$ cat src/logic/clic_pkg.sv
// ------------------------------------------------
// Shared CLIC definitions
// Source count, ID and level widths, bus types
// Privilege encodings and register map constants
// ------------------------------------------------

`default_nettype none

package clic_pkg;

  // ------------------------------------------------
  // Sizes
  // ------------------------------------------------
  localparam int unsigned num_src  = 16;  // Interrupt sources
  localparam int unsigned id_w     = 4;   // Source ID width
  localparam int unsigned wb_sel_w = 4;   // Byte lanes per bus word

  // Meaningful vector widths
  typedef logic [id_w-1:0] irq_id_t;
  typedef logic [7:0]      level_t;       // Level or threshold
  typedef logic [1:0]      priv_t;
  typedef logic [31:0]     cause_t;       // Cause word to the core
  typedef logic [11:0]     wb_addr_t;     // Byte address
  typedef logic [31:0]     wb_data_t;

  // ------------------------------------------------
  // Privilege levels
  // ------------------------------------------------
  localparam priv_t priv_u = 2'd0;
  localparam priv_t priv_s = 2'd1;
  localparam priv_t priv_m = 2'd3;        // 2 is reserved

  // ------------------------------------------------
  // Register map
  // ------------------------------------------------
  // One word per source at byte address 4n
  localparam wb_addr_t map_end = 12'h040; // First unmapped address

  // Attribute byte fields
  localparam int unsigned attr_trig_bit = 0;  // 1 rising edge, 0 level
  localparam int unsigned attr_priv_lsb = 6;  // Target priv in bits 7:6

  // Cause word layout
  localparam int unsigned cause_priv_lsb  = 24;
  localparam int unsigned cause_level_lsb = 16;

endpackage

`default_nettype wire

$ cat src/logic/clic_offer_if.sv
// ------------------------------------------------
// Interrupt offer and kill handshake
// between the arbiter and the hart controller
// ------------------------------------------------

`timescale 1ns/1ps
`default_nettype none

interface clic_offer_if;
  import clic_pkg::*;

  logic    valid;     // Offer present
  irq_id_t id;        // Offered source
  level_t  level;
  priv_t   priv;      // Target privilege
  logic    kill_req;  // Arbiter wants the offer back
  logic    ready;     // Core took the offer
  logic    kill_ack;  // Kill is safe

  // Offer side
  modport arbiter (
    output valid, id, level, priv, kill_req,
    input  ready, kill_ack
  );

  // Hart side
  modport hart (
    input  valid, id, level, priv, kill_req,
    output ready, kill_ack
  );

endinterface

`default_nettype wire

$ cat src/logic/clic_arbiter.sv
// ------------------------------------------------
// CLIC arbiter
// Highest-level pick, registered offer,
// kill request and edge pending clear
// ------------------------------------------------

`timescale 1ns/1ps
`default_nettype none

module clic_arbiter (
  input  logic                                      clk_i,
  input  logic                                      rst_ni,
  // Per-source state from the regfile
  input  logic [clic_pkg::num_src-1:0]              pend_i,
  input  logic [clic_pkg::num_src-1:0]              en_i,
  input  logic [clic_pkg::num_src-1:0]              edge_i,
  input  clic_pkg::priv_t  [clic_pkg::num_src-1:0]  priv_i,
  input  clic_pkg::level_t [clic_pkg::num_src-1:0]  level_i,
  // Offer to the hart side
  clic_offer_if.arbiter                             offer,
  // Pending clear for retired edge sources
  output logic                                      clr_valid_o,
  output clic_pkg::irq_id_t                         clr_id_o
);
  import clic_pkg::*;

  logic    cand_valid;  // Some source is enabled and pending
  irq_id_t cand_id;
  level_t  cand_level;
  logic    valid_q;
  irq_id_t id_q;
  level_t  level_q;
  priv_t   priv_q;
  logic    kill_q;      // Kill raised and still waiting
  logic    offer_live;  // Offered source still enabled and pending
  logic    need_kill;
  logic    retire;      // Core took the offer
  logic    drop;        // Offer leaves this cycle

  // ------------------------------------------------
  // Candidate selection
  // ------------------------------------------------
  // Strict compare keeps the lowest ID on ties
  always_comb begin : pick
    cand_valid = 1'b0;
    cand_id    = '0;
    cand_level = '0;
    for (int i = 0; i < num_src; i++) begin
      if (pend_i[i] && en_i[i] && (!cand_valid || (level_i[i] > cand_level))) begin
        cand_valid = 1'b1;
        cand_id    = irq_id_t'(i);
        cand_level = level_i[i];
      end
    end
  end

  // ------------------------------------------------
  // Offer control
  // ------------------------------------------------
  assign offer_live = pend_i[id_q] & en_i[id_q];
  // A live offer is always a candidate, so compare IDs only then
  assign need_kill  = valid_q & (~offer_live | (cand_id != id_q));
  assign retire     = valid_q & offer.ready;
  assign drop       = retire | (valid_q & offer.kill_ack);

  // Sticky until acked or retired
  assign offer.kill_req = valid_q & (need_kill | kill_q);

  always_ff @(posedge clk_i or negedge rst_ni) begin
    if (!rst_ni) begin
      valid_q <= 1'b0;
      kill_q  <= 1'b0;
      id_q    <= '0;
      level_q <= '0;
      priv_q  <= '0;
    end else begin
      kill_q <= offer.kill_req & ~drop;
      if (drop) begin
        valid_q <= 1'b0;  // Next pick waits one cycle
      end else if (!valid_q && cand_valid) begin
        valid_q <= 1'b1;
        id_q    <= cand_id;   // Frozen while offered
        level_q <= cand_level;
        priv_q  <= priv_i[cand_id];
      end
    end
  end

  assign offer.valid = valid_q;
  assign offer.id    = id_q;
  assign offer.level = level_q;
  assign offer.priv  = priv_q;

  // Level sources clear by themselves
  assign clr_valid_o = retire & edge_i[id_q];
  assign clr_id_o    = id_q;

endmodule

`default_nettype wire

$ cat src/logic/clic_hart_ctrl.sv
// ------------------------------------------------
// CLIC hart-side controller
// Privilege threshold check, cause packing,
// in-flight tracking and kill acknowledge
// ------------------------------------------------

`timescale 1ns/1ps
`default_nettype none

module clic_hart_ctrl (
  input  logic              clk_i,
  input  logic              rst_ni,
  // Hart state
  input  clic_pkg::priv_t   priv_lvl_i,    // Current privilege
  input  clic_pkg::level_t  mintthresh_i,  // M-mode threshold
  input  clic_pkg::level_t  sintthresh_i,  // S-mode threshold
  input  clic_pkg::level_t  mil_i,         // M running level
  input  clic_pkg::level_t  sil_i,         // S running level
  input  logic              sie_i,         // S-mode global enable
  // Offer from the arbiter
  clic_offer_if.hart        offer,
  // Core side
  input  logic              irq_ready_i,
  output logic              irq_req_o,
  output clic_pkg::cause_t  irq_cause_o
);
  import clic_pkg::*;

  level_t max_mthresh;  // Effective M threshold
  level_t max_sthresh;  // Effective S threshold
  logic   accept;       // Offer passes the privilege rules
  logic   inflight_q;
  logic   inflight_d;

  // ------------------------------------------------
  // Thresholds
  // ------------------------------------------------
  // Running level counts as a threshold too
  assign max_mthresh = (mintthresh_i > mil_i) ? mintthresh_i : mil_i;
  assign max_sthresh = (sintthresh_i > sil_i) ? sintthresh_i : sil_i;

  // ------------------------------------------------
  // Acceptance
  // ------------------------------------------------
  always_comb begin : accept_rules
    accept = 1'b0;
    case (priv_lvl_i)
      priv_m: begin
        // Only M targets above the M threshold
        if (offer.priv == priv_m) begin
          accept = (offer.level > max_mthresh);
        end
      end
      priv_s: begin
        if (offer.priv == priv_m) begin
          accept = 1'b1;  // Higher mode always preempts
        end else if (offer.priv == priv_s) begin
          accept = sie_i && (offer.level > max_sthresh);
        end
      end
      priv_u: begin
        // Everything above U, no threshold
        accept = (offer.priv == priv_m) || (offer.priv == priv_s);
      end
      default: accept = 1'b0;  // Reserved privilege
    endcase
  end

  // Request withdrawn as soon as the arbiter wants a kill
  assign irq_req_o = offer.valid & accept & ~offer.kill_req;

  // ------------------------------------------------
  // Cause word
  // ------------------------------------------------
  assign irq_cause_o = {
    1'b1,                       // Interrupt flag
    5'b0,
    offer.priv,                 // Bits 25:24
    offer.level,                // Bits 23:16
    {(16 - id_w){1'b0}},
    offer.id                    // Source ID
  };

  // ------------------------------------------------
  // Kill control
  // ------------------------------------------------
  assign offer.ready = irq_ready_i;  // Core handshake straight through

  // Set while the core sees a request it has not taken
  // Ready or a withdrawn request clears it
  assign inflight_d = irq_req_o & ~irq_ready_i;

  // Safe only with nothing in flight and nothing taken now
  assign offer.kill_ack = offer.kill_req & ~inflight_q & ~irq_req_o;

  always_ff @(posedge clk_i or negedge rst_ni) begin
    if (!rst_ni) begin
      inflight_q <= 1'b0;
    end else begin
      inflight_q <= inflight_d;
    end
  end

endmodule

`default_nettype wire

$ cat src/logic/clic_regfile.sv
// ------------------------------------------------
// CLIC register file with Wishbone classic slave
// Per-source pending, enable, attribute, level
// Source capture and edge detection
// ------------------------------------------------

`timescale 1ns/1ps
`default_nettype none

module clic_regfile (
  input  logic                                      clk_i,
  input  logic                                      rst_ni,
  // Wishbone classic slave
  input  logic                                      wb_cyc_i,
  input  logic                                      wb_stb_i,
  input  logic                                      wb_we_i,
  input  clic_pkg::wb_addr_t                        wb_adr_i,
  input  clic_pkg::wb_data_t                        wb_dat_i,
  input  logic [clic_pkg::wb_sel_w-1:0]             wb_sel_i,
  output clic_pkg::wb_data_t                        wb_dat_o,
  output logic                                      wb_ack_o,
  // Raw interrupt wires
  input  logic [clic_pkg::num_src-1:0]              irq_src_i,
  // Pending clear from the arbiter
  input  logic                                      clr_valid_i,
  input  clic_pkg::irq_id_t                         clr_id_i,
  // Per-source state to the arbiter
  output logic [clic_pkg::num_src-1:0]              pend_o,
  output logic [clic_pkg::num_src-1:0]              en_o,
  output logic [clic_pkg::num_src-1:0]              edge_o,
  output clic_pkg::priv_t  [clic_pkg::num_src-1:0]  priv_o,
  output clic_pkg::level_t [clic_pkg::num_src-1:0]  level_o
);
  import clic_pkg::*;

  logic                    req;        // New bus request this cycle
  logic                    ack_q;
  logic                    in_map;     // Address hits a source word
  irq_id_t                 sel_id;     // Addressed source
  wb_data_t                rdata_q;
  logic [num_src-1:0]      wr_src;     // Write strobe per source
  logic [num_src-1:0]      src_q;      // Delayed wires for edges
  logic [num_src-1:0]      src_rise;
  logic [num_src-1:0]      pend_q;
  logic [num_src-1:0]      en_q;
  logic [num_src-1:0][7:0] attr_q;
  level_t [num_src-1:0]    level_q;

  // ------------------------------------------------
  // Bus decode
  // ------------------------------------------------
  assign req    = wb_cyc_i & wb_stb_i & ~ack_q;  // Ignore stb during ack
  assign in_map = (wb_adr_i < map_end);
  assign sel_id = wb_adr_i[id_w+1:2];  // Word index

  always_comb begin
    for (int i = 0; i < num_src; i++) begin
      wr_src[i] = req & wb_we_i & in_map & (sel_id == irq_id_t'(i));
    end
  end

  // Single-cycle ack
  always_ff @(posedge clk_i or negedge rst_ni) begin
    if (!rst_ni) begin
      ack_q <= 1'b0;
    end else begin
      ack_q <= req;
    end
  end

  // Read data captured with the request
  always_ff @(posedge clk_i) begin
    if (req) begin
      if (in_map) begin
        rdata_q <= {level_q[sel_id], attr_q[sel_id],
                    7'b0, en_q[sel_id], 7'b0, pend_q[sel_id]};
      end else begin
        rdata_q <= '0;  // Unmapped reads zero
      end
    end
  end

  assign wb_ack_o = ack_q;
  assign wb_dat_o = rdata_q;

  // ------------------------------------------------
  // Configuration bytes
  // ------------------------------------------------
  always_ff @(posedge clk_i or negedge rst_ni) begin
    if (!rst_ni) begin
      en_q    <= '0;
      attr_q  <= '0;
      level_q <= '0;
    end else begin
      for (int i = 0; i < num_src; i++) begin
        if (wr_src[i]) begin
          if (wb_sel_i[1]) en_q[i]    <= wb_dat_i[8];      // Enable bit only
          if (wb_sel_i[2]) attr_q[i]  <= wb_dat_i[23:16];
          if (wb_sel_i[3]) level_q[i] <= wb_dat_i[31:24];
        end
      end
    end
  end

  // ------------------------------------------------
  // Pending bits
  // ------------------------------------------------
  assign src_rise = irq_src_i & ~src_q;

  always_ff @(posedge clk_i or negedge rst_ni) begin
    if (!rst_ni) begin
      src_q  <= '0;
      pend_q <= '0;
    end else begin
      src_q <= irq_src_i;
      for (int i = 0; i < num_src; i++) begin
        if (!attr_q[i][attr_trig_bit]) begin
          pend_q[i] <= irq_src_i[i];  // Level mode tracks the wire
        end else if (wr_src[i] && wb_sel_i[0]) begin
          pend_q[i] <= wb_dat_i[0];  // Software write beats the clear
        end else if (src_rise[i]) begin
          pend_q[i] <= 1'b1;
        end else if (clr_valid_i && (clr_id_i == irq_id_t'(i))) begin
          pend_q[i] <= 1'b0;  // Retired by the core
        end
      end
    end
  end

  // Fields out to the arbiter
  always_comb begin
    for (int i = 0; i < num_src; i++) begin
      edge_o[i] = attr_q[i][attr_trig_bit];
      priv_o[i] = attr_q[i][attr_priv_lsb+1:attr_priv_lsb];
    end
  end

  assign pend_o  = pend_q;
  assign en_o    = en_q;
  assign level_o = level_q;

endmodule

`default_nettype wire

$ cat src/logic/clic_top.sv
// ------------------------------------------------
// CLIC subsystem top level
// Regfile, arbiter and hart controller
// ------------------------------------------------

`timescale 1ns/1ps
`default_nettype none

module clic_top (
  input  logic                           clk_i,
  input  logic                           rst_ni,
  // Wishbone classic slave
  input  logic                           wb_cyc_i,
  input  logic                           wb_stb_i,
  input  logic                           wb_we_i,
  input  clic_pkg::wb_addr_t             wb_adr_i,
  input  clic_pkg::wb_data_t             wb_dat_i,
  input  logic [clic_pkg::wb_sel_w-1:0]  wb_sel_i,
  output clic_pkg::wb_data_t             wb_dat_o,
  output logic                           wb_ack_o,
  // Interrupt wires
  input  logic [clic_pkg::num_src-1:0]   irq_src_i,
  // Hart state from the CSR file
  input  clic_pkg::priv_t                priv_lvl_i,
  input  clic_pkg::level_t               mintthresh_i,
  input  clic_pkg::level_t               sintthresh_i,
  input  clic_pkg::level_t               mil_i,
  input  clic_pkg::level_t               sil_i,
  input  logic                           sie_i,
  // Core side
  output logic                           irq_req_o,
  output clic_pkg::cause_t               irq_cause_o,
  input  logic                           irq_ready_i
);
  import clic_pkg::*;

  logic [num_src-1:0]   pend;
  logic [num_src-1:0]   en;
  logic [num_src-1:0]   edge_sel;  // Edge-triggered sources
  priv_t  [num_src-1:0] priv;
  level_t [num_src-1:0] level;
  logic                 clr_valid;
  irq_id_t              clr_id;

  clic_offer_if u_offer ();

  clic_regfile u_regfile (
    .clk_i, .rst_ni,
    .wb_cyc_i, .wb_stb_i, .wb_we_i, .wb_adr_i, .wb_dat_i, .wb_sel_i,
    .wb_dat_o, .wb_ack_o,
    .irq_src_i,
    .clr_valid_i (clr_valid),
    .clr_id_i    (clr_id),
    .pend_o      (pend),
    .en_o        (en),
    .edge_o      (edge_sel),
    .priv_o      (priv),
    .level_o     (level)
  );

  clic_arbiter u_arbiter (
    .clk_i, .rst_ni,
    .pend_i      (pend),
    .en_i        (en),
    .edge_i      (edge_sel),
    .priv_i      (priv),
    .level_i     (level),
    .offer       (u_offer.arbiter),
    .clr_valid_o (clr_valid),
    .clr_id_o    (clr_id)
  );

  clic_hart_ctrl u_hart_ctrl (
    .clk_i, .rst_ni,
    .priv_lvl_i, .mintthresh_i, .sintthresh_i, .mil_i, .sil_i, .sie_i,
    .offer       (u_offer.hart),
    .irq_ready_i,
    .irq_req_o,
    .irq_cause_o
  );

endmodule

`default_nettype wire

$ cat config.mk
export PLATFORM = sky130hd
export DESIGN_NAME = clic_top
export DESIGN_NICKNAME = d
export VERILOG_FILES = /design/src/logic/clic_pkg.sv /design/src/logic/clic_offer_if.sv /design/src/logic/clic_arbiter.sv /design/src/logic/clic_hart_ctrl.sv /design/src/logic/clic_regfile.sv /design/src/logic/clic_top.sv
export SDC_FILE = /design/constraint.sdc
export NUM_CORES = 1
export LEC_CHECK = 0
export ABC_AREA = 1
export BUFFER_PORTS_ARGS = -buffer_cell sky130_fd_sc_hd__buf_2
export CAP_MARGIN = 20
export CORE_UTILIZATION = 30
export CTS_BUF_LIST = sky130_fd_sc_hd__clkbuf_4
export CTS_CLUSTER_SIZE = 14
export DETAILED_ROUTE_END_ITERATION = 10
export SKIP_CTS_REPAIR_TIMING = 1
export SLEW_MARGIN = 10
export SYNTH_ARGS = -nofsm -noshare
export SYNTH_HDL_FRONTEND = slang
export SYNTH_SLANG_ARGS = --single-unit
$ cat constraint.sdc
create_clock -name clk_i -period 38.4 [get_ports clk_i]
set_input_delay 7.68 -clock clk_i [delete_from_list [all_inputs] [get_ports clk_i]]
set_output_delay 7.68 -clock clk_i [all_outputs]
set_load 0.05 [all_outputs]
* After elaboration in Yosys (flattened, before gate mapping)
Index checks and enable logic that the tools add are counted.
** Storage, ports and cells
- Register bits :: 354
- Logic and storage cells :: 477
** Operators by class
- $lt $le $gt $ge :: 23
- Equality and inequality tests :: 51
- Mux-type cells :: 135
- Bitwise gates (word level) :: 44
- Reductions and logical operators :: 150
** Operators with widths (number)
- 8-bit two-way mux :: 20
- 8-bit greater-than comparator :: 19
- 2-bit AND reduction :: 49
- 1-bit two-way mux :: 91
- 1-bit logical AND :: 65
- 8-bit binary-select mux with 4-bit select :: 2
- 4-bit equality test, second input constant :: 16
- 4-bit by 3-bit != test with 1-bit output, second input constant :: 16
- 1-bit bitwise AND :: 32
- 4-bit by 3-bit equality test with 1-bit output, second input constant :: 8
- 4-bit two-way mux :: 8
- 1-bit binary-select mux with 4-bit select :: 5
- 16-bit bitwise AND :: 1
- 4-bit by 2-bit equality test with 1-bit output, second input constant :: 4
- 1-bit zero test :: 16
- 1-bit logical OR :: 16
- 16-bit NOT :: 1
- 4-bit by 5-bit less-than comparator with 1-bit output, second input constant :: 3
- 12-bit by 7-bit less-than comparator with 1-bit output, second input constant :: 1
- 3-bit two-way mux :: 4
- 2-bit binary-select mux with 4-bit select :: 1
- 4-bit by 1-bit equality test with 1-bit output, second input constant :: 2
- 4-bit zero test :: 2
- 1-bit NOT :: 7
- 8 further kinds :: 14

* Longest topological paths before layout
Gate-level depths: netlist of the first run.
- Depth after elaboration :: 75
- Depth in mapped cells :: 200

* By module
A second synthesis of the first run with hierarchy kept.
** Unflattened totals
- Cell total of the unflattened synthesis :: 3384
- Area, all modules :: 23585.1 um2
** By module, submodules not included
- clic_regfile :: instances 1, cells an instance 2123, area each 16067.9 um2, seq. area each 8172.8 um2
- clic_arbiter :: instances 1, cells an instance 1048, area each 6114.6 um2, seq. area each 400.4 um2
- clic_hart_ctrl :: instances 1, cells an instance 213, area each 1402.6 um2, seq. area each 25.0 um2

* Least setup slack after synthesis of the first run
OpenSTA, ideal clock, no wires.
- Kind :: register -> output
- From :: register u_regfile.pend_q[0] (netlist: u_regfile.pend_o[0])
- To :: output irq_req_o
- Arrival :: 20.556 ns
- Required time :: 30.720 ns
- Path slack :: 10.164 ns
- Cell stages (with the launch flop) :: 175
- Path buffers :: 15
- Path through :: dfrtp_1 -> nand2_2 -> inv_2 -> nand2_1 -> ha_1 -> a21o_1 -> nor2_1 -> nand2_1 -> nand2_1 -> nand2_2 -> nand2_2 -> buf_2 -> nand2_1 -> o21ai_0 -> ha_1 -> inv_1 -> nor2_1 -> o21ai_1 -> [139 not listed] -> ha_1 -> nand2_1 -> inv_1 -> a221oi_1 -> o21ai_0 -> o41ai_1 -> nand2_1 -> nand2_1 -> nand2_1 -> nor2_1 -> nand3_2 -> nand2_1 -> nand4_1 -> nor2_1 -> nand2_1 -> nand2_1 -> nand4_1 -> inv_1
** On the way
- Word-level cells in the longest chain between the ends :: 69
** Ends and longest elaborated chain
- start, declared :: line clic_regfile.sv:44 : logic [num_src-1:0] pend_q;
- start signal, assigned by index :: line clic_regfile.sv:118 : pend_q[i] <= irq_src_i[i];
- start signal, assigned by index :: line clic_regfile.sv:120 : pend_q[i] <= wb_dat_i[0];
- 1-bit logical AND :: line clic_arbiter.sv:49 : if (pend_i[i] && en_i[i] && (!cand_valid || (level_i[i] > cand_level))) begin
- 8-bit two-way mux / 1-bit two-way mux (equally long branches) :: line clic_arbiter.sv:49
- 8-bit greater-than comparator / 1-bit zero test (equally long branches) :: line clic_arbiter.sv:49
- 1-bit logical OR :: line clic_arbiter.sv:49
- 1-bit logical AND :: line clic_arbiter.sv:49
- 8-bit two-way mux / 1-bit two-way mux (equally long branches) :: line clic_arbiter.sv:49
- 8-bit greater-than comparator / 1-bit zero test (equally long branches) :: line clic_arbiter.sv:49
- 1-bit logical OR :: line clic_arbiter.sv:49
- [53 not listed]
- 4-bit two-way mux :: line clic_arbiter.sv:49
- 4-bit != test :: line clic_arbiter.sv:62 : assign need_kill = valid_q & (~offer_live | (cand_id != id_q));
- 1-bit OR (*) :: line clic_arbiter.sv:62
- 1-bit bitwise AND (*) :: line clic_arbiter.sv:62
- 1-bit OR (*) :: line clic_arbiter.sv:67 : assign offer.kill_req = valid_q & (need_kill | kill_q);
- 1-bit bitwise AND (*) :: line clic_arbiter.sv:67
- 1-bit NOT (*) :: line clic_hart_ctrl.sv:70 : assign irq_req_o = offer.valid & accept & ~offer.kill_req;
- 1-bit bitwise AND (*) :: line clic_hart_ctrl.sv:70
- end, declared :: line clic_top.sv:31 : output logic irq_req_o,
Every way passes the cells marked *; elsewhere a longest branch is shown, timed or not. The select of a mux whose other input is x is not followed.

* Worst setup path after layout of the first run
Ends and elaborated chain as after synthesis.

==> flow_summary_export.csv, run 1 <==
group,metric,value,unit
synth,synth_area_leaders,"dfrtp_1, nand2_1, o21ai_0, ha_1, inv_1",
synth,synth_area_leader_cell,"dfrtp_1",
cells_and_area,area_delta_synth_final,11.9,%
place,dp_hpwl,50.0,mm
clock_tree,cts.sinks,340,
detailed_routing,met2_length,30.8,mm
synth,ys_types,46,
global_route,grt_max_degree,121,
floorplanning,num_rows,97,
setup_path,worst-setup-path-type,"flip-flop to primary output",
setup_path,cp_slowest_cell,"nand2_1",
sta,worst_pin_slew,1030,ps
sta,period_share,0.887,
detailed_routing,routedWlPerCell,18.2,um
setup_path,arrival,26370,ps
detailed_routing,ant_nets,0,
clock_tree,clock_latency,870,ps
cells_and_area,nFillCells,7596,
clock_tree,cts_buffers,92,
cells_and_area,nNetsFinal,3164,
synth,synth_common_cells,"nand2_1, o21ai_0, dfrtp_1, inv_1, nand3_1",
detailed_routing,num_vias,20176,
clock_tree,cts_buffer_depth,3,
place,place_congestion,0.883,
place,port_buffers,122,
clock_tree,htreeDepth,3,
power_and_ir_drop,ir_worst_vdd,0.0255,mV
sta,fmaxAchievable,0.0294,GHz
setup_path,r2r_start,"u_regfile.pend_o[0]",
synth,synth-edff-count,18,
synth,synthFlopType,"dfrtp_1",
place,placed_area,0.0227,mm^2
floorplanning,die-height,269,um
global_route,gr-total-overflow,0,
power_and_ir_drop,power_density,32.5,mW/mm^2
min_path,hold_path_class,"flip-flop to flip-flop",
sta,relSlewSlack,0.307,
synth,async_flop_share,0.947,
detailed_routing,drt_iter0_markers,1892,
synth,synth_warnings,0,
sta,setup_viol,0,
global_route,grt_usage,0.197,
cells_and_area,drive_gt1_frac,0.118,
detailed_routing,wl,71.5,mm
global_route,grt_pass1_wl,110,mm
detailed_routing,routed.top_layer,"met5",
setup_path,crit_path_end_kind,"primary output",
floorplanning,die_w,269,um
detailed_routing,dr_wl_met3,5.56,mm
global_route,antenna_found_initial,9,
sta,final.setup.tns,0,ps
clock_tree,path_clk_slew,60,ps
clock_tree,cts_root_buffer,"clkbuf_4",
setup_path,r2r_slack,12970,ps
synth,seq_area_frac_synth,0.403,
setup_path,path_max_fanout,24,
setup_path,path_buf_inv,8,
synth,syn_avg_cell_area,7.60,um^2
detailed_routing,drt_drc_violations_left,0,
power_and_ir_drop,leakage,11.3,nW
cells_and_area,finalInstanceArea,0.0238,mm^2
setup_path,critical-path-max-stage-delay,630,ps
floorplanning,dieArea,0.0721,mm^2
setup_path,crit_path_frequent_cell,"nand2_1",
sta,finClkSkew,45.8,ps
sta,rsz0062_at_grt,"false",
synth,syn_inst,2805,
floorplanning,start_util,0.304,
detailed_routing,wl_met1,33.0,mm
global_route,grt_pass1_vias,18931,
floorplanning,pin_count,171,
setup_path,cp-startpoint,"u_regfile.pend_o[0]",
setup_path,worstPathRequired,30720,ps
min_path,holdCritStartpoint,"u_regfile.level_o[72]",
sta,timing.final.hold_violations,0,
synth,yosysTopAreaCellShare,0.378,
flow_run,cap_violations,0,
floorplanning,core_area,0.0701,mm^2
setup_path,critical-path-top-delay-family,"simple AND/OR/NAND/NOR gates",
outcome,status,"finished clean",
setup_path,worst_setup_path_start_kind,"flip-flop",
clock_tree,cts_tree,"done",
sta,layout_min_cycle_time,34050,ps
detailed_routing,vias_per_cell,5.15,
detailed_routing,drt_first_pass_iters,5,
synth,yosys_register_bits,340,
synth,synth_area,0.0213,mm^2
sta,slew_viol_final,0,
synth,synth_most_common_cell,"nand2_1",
registers in the layout (all words and copies together) (netlist names), 4 cells and up:
| register | cells |
|---|---|
| u_regfile.pend_o | 16 |
| u_regfile.edge_o | 16 |
| u_regfile.priv_o | 32 |
| u_regfile.en_o | 16 |
| u_regfile.attr_q | 80 |
| u_regfile.wb_dat_o | 18 |
| u_regfile.src_q | 16 |
| u_arbiter.clr_id_o | 4 |
| u_regfile.level_o | 128 |
| u_arbiter.offer.level | 8 |
metal layers:
layer  up-vias  global-route usage
li1       9796                   -
met1      9487               0.277
met2       723               0.293
met3       164              0.0447
met4         6              0.0713
met5         -                   0
worst min-delay path: cells and delay by family, from the launching register on:
family,cells,cell delay [ps]
and+or+nand+nor,1,50
DFF,1,340
AOI/OAI and AO/OA,1,60
cell type report:
type	instances	area [um^2]	area share
Antenna cell	3	7.51	0.000315
Clock inverter	23	158	0.00661
Sequential cell	340	8600	0.361
Multi-Input combinational cell	2075	11100	0.466
Tap cell	940	1180	0.0493
Timing Repair Buffer	146	805	0.0337
Clock buffer	135	1010	0.0425
Inverter	259	972	0.0408
path summary, 6_finish.rpt:
kind	endpoint	cells after the start
setup reg to reg	u_arbiter.offer.valid	159
max in group asynchronous	u_regfile.level_o[103]	3
hold / removal	u_regfile.level_o[72]	2
min in group asynchronous	u_regfile.pend_o[15]	1
hold reg to reg	u_regfile.level_o[72]	2
setup / recovery	irq_req_o	160
placed cells by master (no fill, tap or decap), drive strengths merged:
cell,n
a21oi,52
dfrtp,322
o211ai,32
clkinvlp,2
ha,145
xor2,1
diode,3
nand2,807
o21bai,8
o22ai,40
a311o,5
a22oi,59
o41a,5
a21o,1
nor4,7
inv,253
o21a,2
clkinv,25
buf,146
o41ai,2
nor3,22
bufinv,2
edfxtp,18
and2,2
a41oi,7
o21ai,473
o221ai,10
a31oi,46
conb,32
nand4,31
nand3b,1
a221oi,4
and3,4
nor2,89
a211oi,8
clkbuf,135
nand3,180
where the power goes:
part | switching [mW] | total [mW] | leakage, nW | internal [mW]
Sequential | 0.00356 | 0.368 | 4.60 | 0.364
Clock | 0.166 | 0.340 | 0.694 | 0.174
Combinational | 0.0528 | 0.0675 | 6.04 | 0.0147
kinds of logic (layout without fill, tap and decap cells):
logic type | count (synthesis) | count (layout) | share of synthesized area
and+or+nand+nor | 1143 | 1143 | 0.224
adders and majority gates | 145 | 145 | 0.0851
AOI/OAI and AO/OA | 754 | 754 | 0.205
other | 2 | 35 | 0.000352
buffers and inverters | 420 | 563 | 0.0815
DFF | 340 | 340 | 0.403
xor gates and xnor gates | 1 | 1 | 0.000411
metrics by stage:
step / setup slack [ps] / cells / utilization / hold WS (ps) / total power, mW
6_report: 4350 / 3921 / 0.340 / 486 / 0.775
3_3_place_gp: 5790 / 3759 / 0.323 / 466 / 0.441
5_1_grt: 1420 / 3920 / 0.340 / 504 / 0.807
2_1_floorplan: 10160 / 2835 / - / 453 / 0.414
4_1_cts: 4530 / 3917 / 0.340 / 488 / 0.782
3_5_place_dp: 5660 / 3759 / 0.323 / 473 / 0.441
(Power assumes the default switching activity.)
==> run 2, diff against run 1 <==
--- a/config.mk
+++ b/config.mk
@@ -12,6 +12,7 @@
 export CTS_BUF_LIST = sky130_fd_sc_hd__clkbuf_4
 export CTS_CLUSTER_SIZE = 14
 export DETAILED_ROUTE_END_ITERATION = 10
+export PLACE_DENSITY = 0.47
 export SKIP_CTS_REPAIR_TIMING = 1
 export SLEW_MARGIN = 10
 export SYNTH_ARGS = -nofsm -noshare
==> run 2 against run 1 <==
  * Die area unchanged
  * Cell count up 0.38%
  * Combinational power up 1%
  * Via count up 1.3%
  * Worst setup slack worse by 280 ps
  * Sequential power about the same
  * Register-to-register slack worse by 220 ps
  * Sequential share of layout area about the same
  * Critical path depth down 5
  * Power up 0.42%
  * Worst hold slack worse by 1.7 ps
  * Utilization about the same
==> flow_summary_export.csv, run 2 (synthesis gave the netlist of run 1 again) <==
group,metric,value,unit
outcome,status,"finished clean",
setup_path,critical-path-top-delay-family,"simple AND/OR/NAND/NOR gates",
global_route,gr-total-overflow,0,
power_and_ir_drop,power_density,32.6,mW/mm^2
detailed_routing,wl,76.4,mm
detailed_routing,ant_nets,0,
cells_and_area,finish.utilization,0.340,
clock_tree,clock_latency,930,ps
sta,layout_min_cycle_time,34330,ps
place,place_congestion,0.900,
detailed_routing,drt_first_pass_iters,5,
sta,setup_viol,0,
detailed_routing,num_vias,20448,
clock_tree,cts_root_buffer,"clkbuf_4",
floorplanning,dieArea,0.0721,mm^2
setup_path,crit_path_frequent_cell,"nand2_1",
global_route,antenna_found_initial,7,
floorplanning,num_rows,97,
sta,worst_pin_slew,1050,ps
power_and_ir_drop,p_total,778,uW
sta,fin_ws,4070,ps
power_and_ir_drop,leakage,11.3,nW
detailed_routing,routedWlPerCell,19.4,um
sta,slew_viol_final,0,
clock_tree,cts.sinks,340,
sta,timing.final.hold_violations,0,
floorplanning,die_w,269,um
min_path,hold_path_class,"flip-flop to flip-flop",
detailed_routing,drt_drc_violations_left,0,
place,dpl_worst_slack,5480,ps
cells_and_area,nNetsFinal,3167,
power_and_ir_drop,ir_worst_vdd,0.0208,mV
cells_and_area,final_common_cell,"nand2_1",
detailed_routing,vias_per_cell,5.20,
setup_path,path_buf_inv,7,
cells_and_area,final_cell_count_no_fill,3936,
floorplanning,die-height,269,um
detailed_routing,drt_iter0_markers,1611,
cells_and_area,area_delta_synth_final,12.0,%
place,dp_hpwl,53.7,mm
setup_path,crit_path_end_kind,"primary output",
setup_path,cp_slowest_cell,"a21oi_2",
setup_path,worstPathRequired,30720,ps
sta,relSlewSlack,0.298,
floorplanning,start_util,0.304,
clock_tree,path_clk_slew,60,ps
setup_path,path_max_fanout,20,
setup_path,worst-setup-path-type,"flip-flop to primary output",
sta,fmaxAchievable,0.0291,GHz
global_route,grt_pass1_vias,19741,
sta,holdWs,485,ps
clock_tree,cts_buffer_depth,3,
global_route,grt_usage,0.212,
place,port_buffers,122,
sta,period_share,0.894,
cells_and_area,largest_reg_flops,128,
clock_tree,cts_buffers,99,
place,placed_area,0.0226,mm^2
floorplanning,pin_count,171,
place,placedCellCount,3756,
setup_path,arrival,26650,ps
clock_tree,htreeDepth,3,
cells_and_area,mostFrequentLayoutCells,"nand2_1, o21ai_0, dfrtp_1",
clock_tree,cts_tree,"done",
sta,finClkSkew,92.4,ps
cells_and_area,finalInstanceArea,0.0239,mm^2
setup_path,critical-path-max-stage-delay,680,ps
sta,final.setup.tns,0,ps
global_route,grt_max_degree,128,
setup_path,worst_setup_path_start_kind,"flip-flop",
cells_and_area,drive_gt1_frac,0.118,
sta,rsz0062_at_grt,"false",
flow_run,cap_violations,0,
floorplanning,core_area,0.0701,mm^2
global_route,grt_pass1_wl,117,mm
run 2: final cells by class:
class	instances	area [um^2]
antenna	2	5.00
tap	940	1180
sequential	340	8600
clock inverter	37	165
multi-input combinational	2075	11100
fill	7648	46300
inverter	259	972
timing repair buffer	142	771
clock buffer	141	1060
run 2: tightest hold or removal path: cells and delay by family (launching register included):
| family | cells | cell delay [ps] |
|---|---|---|
| DFF | 1 | 340 |
| AOI/OAI and AO/OA | 1 | 60 |
| and+or+nand+nor | 1 | 50 |
run 2: final timing paths:
path | from | end | slack (ps) | cells after the start
min in group asynchronous | rst_ni | u_regfile.priv_o[17] | 6920 | 1
min reg2reg | u_regfile.level_o[40] | u_regfile.level_o[40] | 480 | 2
max in group asynchronous | rst_ni | u_regfile.level_o[70] | 29080 | 3
max | u_regfile.pend_o[0] | irq_req_o | 4070 | 155
max reg2reg | u_regfile.pend_o[0] | u_hart_ctrl.inflight_q | 12750 | 154
min | u_regfile.level_o[40] | u_regfile.level_o[40] | 480 | 2
run 2: where the power goes:
part           total (mW)  internal (mW)  switching (mW)
clock network       0.342          0.169           0.173
logic              0.0683         0.0147          0.0536
registers           0.367          0.364         0.00327
total               0.778          0.548           0.230
run 2: per-layer routing:
layer  part of all wire  vias to the layer above  wire length, um  global-route usage
met2               0.45                      673            34500               0.334
li1                   -                     9821                -                   -
met3              0.059                      141             4540              0.0388
met4              0.027                        6             2090              0.0688
met5            0.00058                        -               44                   0
met1               0.46                     9807            35300               0.293
